--- src/pipelined_fifo.sv ---
// Pipelined FIFO with prefetched head
// Circular buffer feeding an output register with an almost full threshold
`timescale 1ns/100ps

module pipelined_fifo #(
  parameter int  FIFO_DEPTH     = 8,
  parameter int  FIFO_THRESHOLD = 6,
  parameter type payload_t      = logic [7:0]
)
(
  input  logic     clk,
  input  logic     rst_n,
  input  logic     write,
  input  payload_t write_data,
  input  logic     pipe_read,
  output logic     almost_full,
  output logic     pipe_valid,
  output payload_t pipe_data
);

  localparam int PTR_W = (FIFO_DEPTH > 1) ? $clog2(FIFO_DEPTH) : 1;
  localparam int CNT_W = $clog2(FIFO_DEPTH + 1);

  payload_t         mem [FIFO_DEPTH];
  logic [PTR_W-1:0] wr_ptr;
  logic [PTR_W-1:0] rd_ptr;
  logic [CNT_W-1:0] count;   // Entries in mem without the head register
  logic             push;
  logic             load;    // Move oldest entry into head register

  function automatic logic [PTR_W-1:0] ptr_inc(input logic [PTR_W-1:0] ptr);
    return (ptr == PTR_W'(FIFO_DEPTH - 1)) ? '0 : ptr + 1'b1;
  endfunction

  assign push        = write && (count != CNT_W'(FIFO_DEPTH));
  assign load        = (count != '0) && (!pipe_valid || pipe_read);
  assign almost_full = (count >= CNT_W'(FIFO_THRESHOLD));

  // --------------------------------------------------
  // Storage
  // --------------------------------------------------
  always_ff @(posedge clk)
  begin
    if (push)
      mem[wr_ptr] <= write_data;
  end

  always_ff @(posedge clk or negedge rst_n)
  begin
    if (!rst_n)
    begin
      wr_ptr <= '0;
      rd_ptr <= '0;
      count  <= '0;
    end
    else
    begin
      if (push)
        wr_ptr <= ptr_inc(wr_ptr);
      if (load)
        rd_ptr <= ptr_inc(rd_ptr);
      case ({push, load})
        2'b10:   count <= count + 1'b1;
        2'b01:   count <= count - 1'b1;
        default: count <= count;  // Both or neither
      endcase
    end
  end

  // --------------------------------------------------
  // Head register
  // --------------------------------------------------
  always_ff @(posedge clk or negedge rst_n)
  begin
    if (!rst_n)
      pipe_valid <= 1'b0;
    else if (load)
      pipe_valid <= 1'b1;
    else if (pipe_read)
      pipe_valid <= 1'b0;  // Drained with nothing behind it
  end

  always_ff @(posedge clk)
  begin
    if (load)
      pipe_data <= mem[rd_ptr];
  end

endmodule

--- config.mk ---
export PLATFORM = sky130hd
export DESIGN_NAME = pipelined_fifo
export DESIGN_NICKNAME = d
export VERILOG_FILES = /design/src/pipelined_fifo.sv
export SDC_FILE = /design/constraint.sdc
export NUM_CORES = 1
export LEC_CHECK = 0
export BUFFER_PORTS_ARGS = -buffer_cell sky130_fd_sc_hd__buf_2
export CORE_MARGIN = 10
export CORE_UTILIZATION = 59
export DETAILED_ROUTE_END_ITERATION = 10
export PLACE_DENSITY = 0.78
export SLEW_MARGIN = 10
export SYNTH_ARGS = -nofsm -noshare
export SYNTH_HDL_FRONTEND = slang
export SYNTH_SLANG_ARGS = --single-unit
export TNS_END_PERCENT = 100
--- constraint.sdc ---
create_clock -name clk -period 2.9 [get_ports clk]
set_input_delay 0.435 -clock clk [delete_from_list [all_inputs] [get_ports clk]]
set_output_delay 0.435 -clock clk [all_outputs]
set_load 0.02 [all_outputs]
==> flow_summary.yaml <==
power:
  power_mw: 3.67
  powerDensity_nw_per_um2: 967
  vdd_drop_max_uv: 742
  power.leakage_nw: 1.34
sta:
  setup_tns_ps: 0
  tightestPinTransition_ps: 867
  rsz0062_at_grt: "false"
  slew_viol_final: 0
  min_period_over_period: 0.831
  fin_skew_ps: 5.13
  min_period_ps: 2410
  setup_viol: 0
  hold_violations: 0
  fmax_mhz: 415
  maxSlewHeadroom: 0.420
cts:
  cts_buffers: 9
  h-tree-depth: 3
  clock_latency_ps: 350
  ctsRootBufferMaster: "clkbuf_8"
  clkSinkCount: 83
  cts.reportedPaths.clkPinSlew_ps: 70
  cts_tree: "built"
  clk_path_buf_depth: 2
outcome:
  status: "finished clean"
worst_setup_path:
  cp.required_ps: 3170
  startpoint: "count[0]"
  crit_fanout: 9
  crit_type: "reg2reg"
  rr_startpoint: "count[0]"
  start_kind: "flip-flop"
  cp-end-kind: "flip-flop"
  worstPathArrival_ps: 2680
synthesis:
  synth.cell_area_um2: 3410
  yosys_warnings: 0
  syn_area_per_cell_um2: 19.9
  synthesis.nets: 190
  synthAdderAreaFrac: 0.0257
  synth_cell_types: 31
  yosys-mux-area-fraction: 0.167
  synthSimpleGateAreaFrac: 0.0415
  netlist_instances: 171
  synth_top_family_by_area: "multiplexers"
  synth_compound_area_frac: 0.0216
  ys_ff_latch: 83
  synthXorXnorAreaFrac: 0.00770
  synth_seq_area_share: 0.715
global_routing:
  grt_pass1_vias: 1739
  grt_max_degree: 20
  grt_overflow: 0
  grt_usage: 0.140
  grt_pass1_wl_mm: 9.36
  antenna_found_initial: 0
floorplan:
  die_area_um2: 9220
  die_h_um: 96.0
  ioPinCount: 22
  initial_utilization: 0.612
  die_w_um: 96.0
  rows: 27
  core-area_um2: 5570
placed_design:
  dpl_cell_area_um2: 3610
  gp_congestion: 0.766
  hpwl_mm: 3.86
  port_buffers: 21
worst_hold_path:
  hp-start: "pipe_read"
  holdCritPathClass: "in2reg"
final_layout:
  regArea_um2: 2440
  antenna_cells: 0
  synthToLayoutAreaGrowth_pct: 11.2
  nFillCells: 381
  drive_gt1_frac: 0.329
  final_util: 0.680
  nNetsFinal: 224
  multi_input_area_um2: 898
  fin_area_um2: 3790
drt:
  drtPass1Iterations: 4
  vias: 1664
  ant_nets: 0
  wl_per_cell_um: 20.8
  drtIter0Drc: 71
  routed_via_density: 5.90
  drt-total-wl_mm: 5.85
  drc: 0
flow_run:
  cap_violations: 0
[worst max-delay path, cell delays in order, from the launching register on]
cell and delay [ps]:
dfrtp_1 470, or3_4 430, o21ai_4 260, ha_1 310, xor2_1 110, ha_1 200
a21oi_1 170, mux2i_1 240, xnor2_1 140
[power by group]
| group | switching (mW) | internal [mW] |
|---|---|---|
| Clock | 0.395 | 0.314 |
| Sequential | 0.219 | 1.61 |
| Combinational | 0.550 | 0.578 |
[synth_stat cells]
master | instances | area share
buf_12 | 1 | 0.0059
nor2b_1 | 1 | 0.0018
nand2_1 | 3 | 0.0033
nor4_1 | 2 | 0.0037
nor2_1 | 7 | 0.0077
dfrtp_1 | 11 | 0.081
o21a_1 | 1 | 0.0022
or3_4 | 1 | 0.0033
inv_1 | 3 | 0.0033
nor4b_1 | 2 | 0.0051
o21ai_0 | 2 | 0.0029
nand2b_1 | 2 | 0.0037
buf_2 | 2 | 0.0029
nor3b_1 | 2 | 0.0044
a221o_1 | 1 | 0.0029
mux4_1 | 8 | 0.062
ha_1 | 7 | 0.026
mux2i_1 | 1 | 0.0029
o21ai_4 | 1 | 0.0048
xnor2_1 | 2 | 0.0051
clkbuf_1 | 2 | 0.0022
buf_6 | 2 | 0.0066
edfxtp_1 | 72 | 0.63
nor3_1 | 4 | 0.0059
and3b_1 | 1 | 0.0026
a21oi_1 | 3 | 0.0044
o211ai_1 | 2 | 0.0044
mux2_2 | 15 | 0.050
xor2_1 | 1 | 0.0026
buf_1 | 1 | 0.0011
mux4_2 | 8 | 0.053
[metrics by stage]
step | hold WS, ps | std cells | setup slack [ps]
final | 282 | 282 | 489
after global routing | 307 | 282 | 364
after CTS | 269 | 282 | 511
after detailed placement | 319 | 265 | 534
after global placement | 309 | 265 | 701
after floorplan | 139 | 171 | 489
[registers in the layout (all words and copies together), names as in the netlist]
signal / count
rd_ptr: 3
mem: 64
wr_ptr: 3
pipe_data: 8
pipe_valid: 1
count: 4
[area by class of cell]
cell class | count | share of cell area
Inverter | 3 | 0.00297
Clock inverter | 5 | 0.0106
Tap cell | 72 | 0.0238
Clock buffer | 11 | 0.0347
Multi-Input combinational cell | 77 | 0.237
Sequential cell | 83 | 0.643
Timing Repair Buffer | 31 | 0.0482
[layer usage]
layer  wire [um]  share of wire  vias to the layer above  global-route usage
li1            -              -                      759                   -
met1        2210           0.38                      858               0.161
met2        3220           0.55                       42               0.240
met3         363          0.062                        5              0.0350
met4          60          0.010                        0              0.0663
met5           0              0                        -                   0
[what timing repair did]
item                                   CTS  global route
resized for setup                        0             0
buffers inserted                         0             0
endpoints found under the hold margin   11             0
hold buffers                             1             0
[cell families (layout without fill, tap and decap cells)]
kind of cell | after synthesis | count (layout)
AO/OA/AOI/OAI | 10 | 10
AND/OR/NAND/NOR | 25 | 25
adder cells (fa/ha/maj) | 7 | 7
flip-flops | 83 | 83
multiplexers | 32 | 32
XOR/XNOR | 3 | 3
buffers and inverters | 11 | 50
[placed cells by master, fill, tap and decap left out]
| cell | instances |
|---|---|
| edfxtp_1 | 72 |
| buf_2 | 21 |
| mux2_2 | 15 |
| dfrtp_1 | 11 |
| clkbuf_8 | 9 |
| buf_4 | 9 |
| mux4_1 | 8 |
| mux4_2 | 8 |
| nor2_1 | 7 |
| ha_1 | 7 |
| nor3_1 | 4 |
| inv_1 | 3 |
| a21oi_1 | 3 |
| nand2_1 | 3 |
| clkinvlp_4 | 3 |
| nor4_1 | 2 |
| o211ai_1 | 2 |
| nand2b_1 | 2 |
| xnor2_1 | 2 |
| o21ai_0 | 2 |
| nor4b_1 | 2 |
| nor3b_1 | 2 |
| clkinv_4 | 2 |
| clkbuf_1 | 2 |
| or3_4 | 1 |
| o21ai_4 | 1 |
| xor2_1 | 1 |
| nor2b_1 | 1 |
| mux2i_1 | 1 |
| and3b_1 | 1 |
| o21a_1 | 1 |
| a221o_1 | 1 |
| dlygate4sd3_1 | 1 |
[final timing paths]
check                           slack [ps]          to  cells after the start
worst min register to register         590  pipe_valid                      2
min in group asynchronous              480   wr_ptr[0]                      2
worst min-delay path                   280  pipe_valid                      2
max in group asynchronous             2220  pipe_valid                      2
worst max-delay path                   490    count[2]                      8
worst max register to register         490    count[2]                      8
Note: power is estimated with default switching activity, not from simulation.
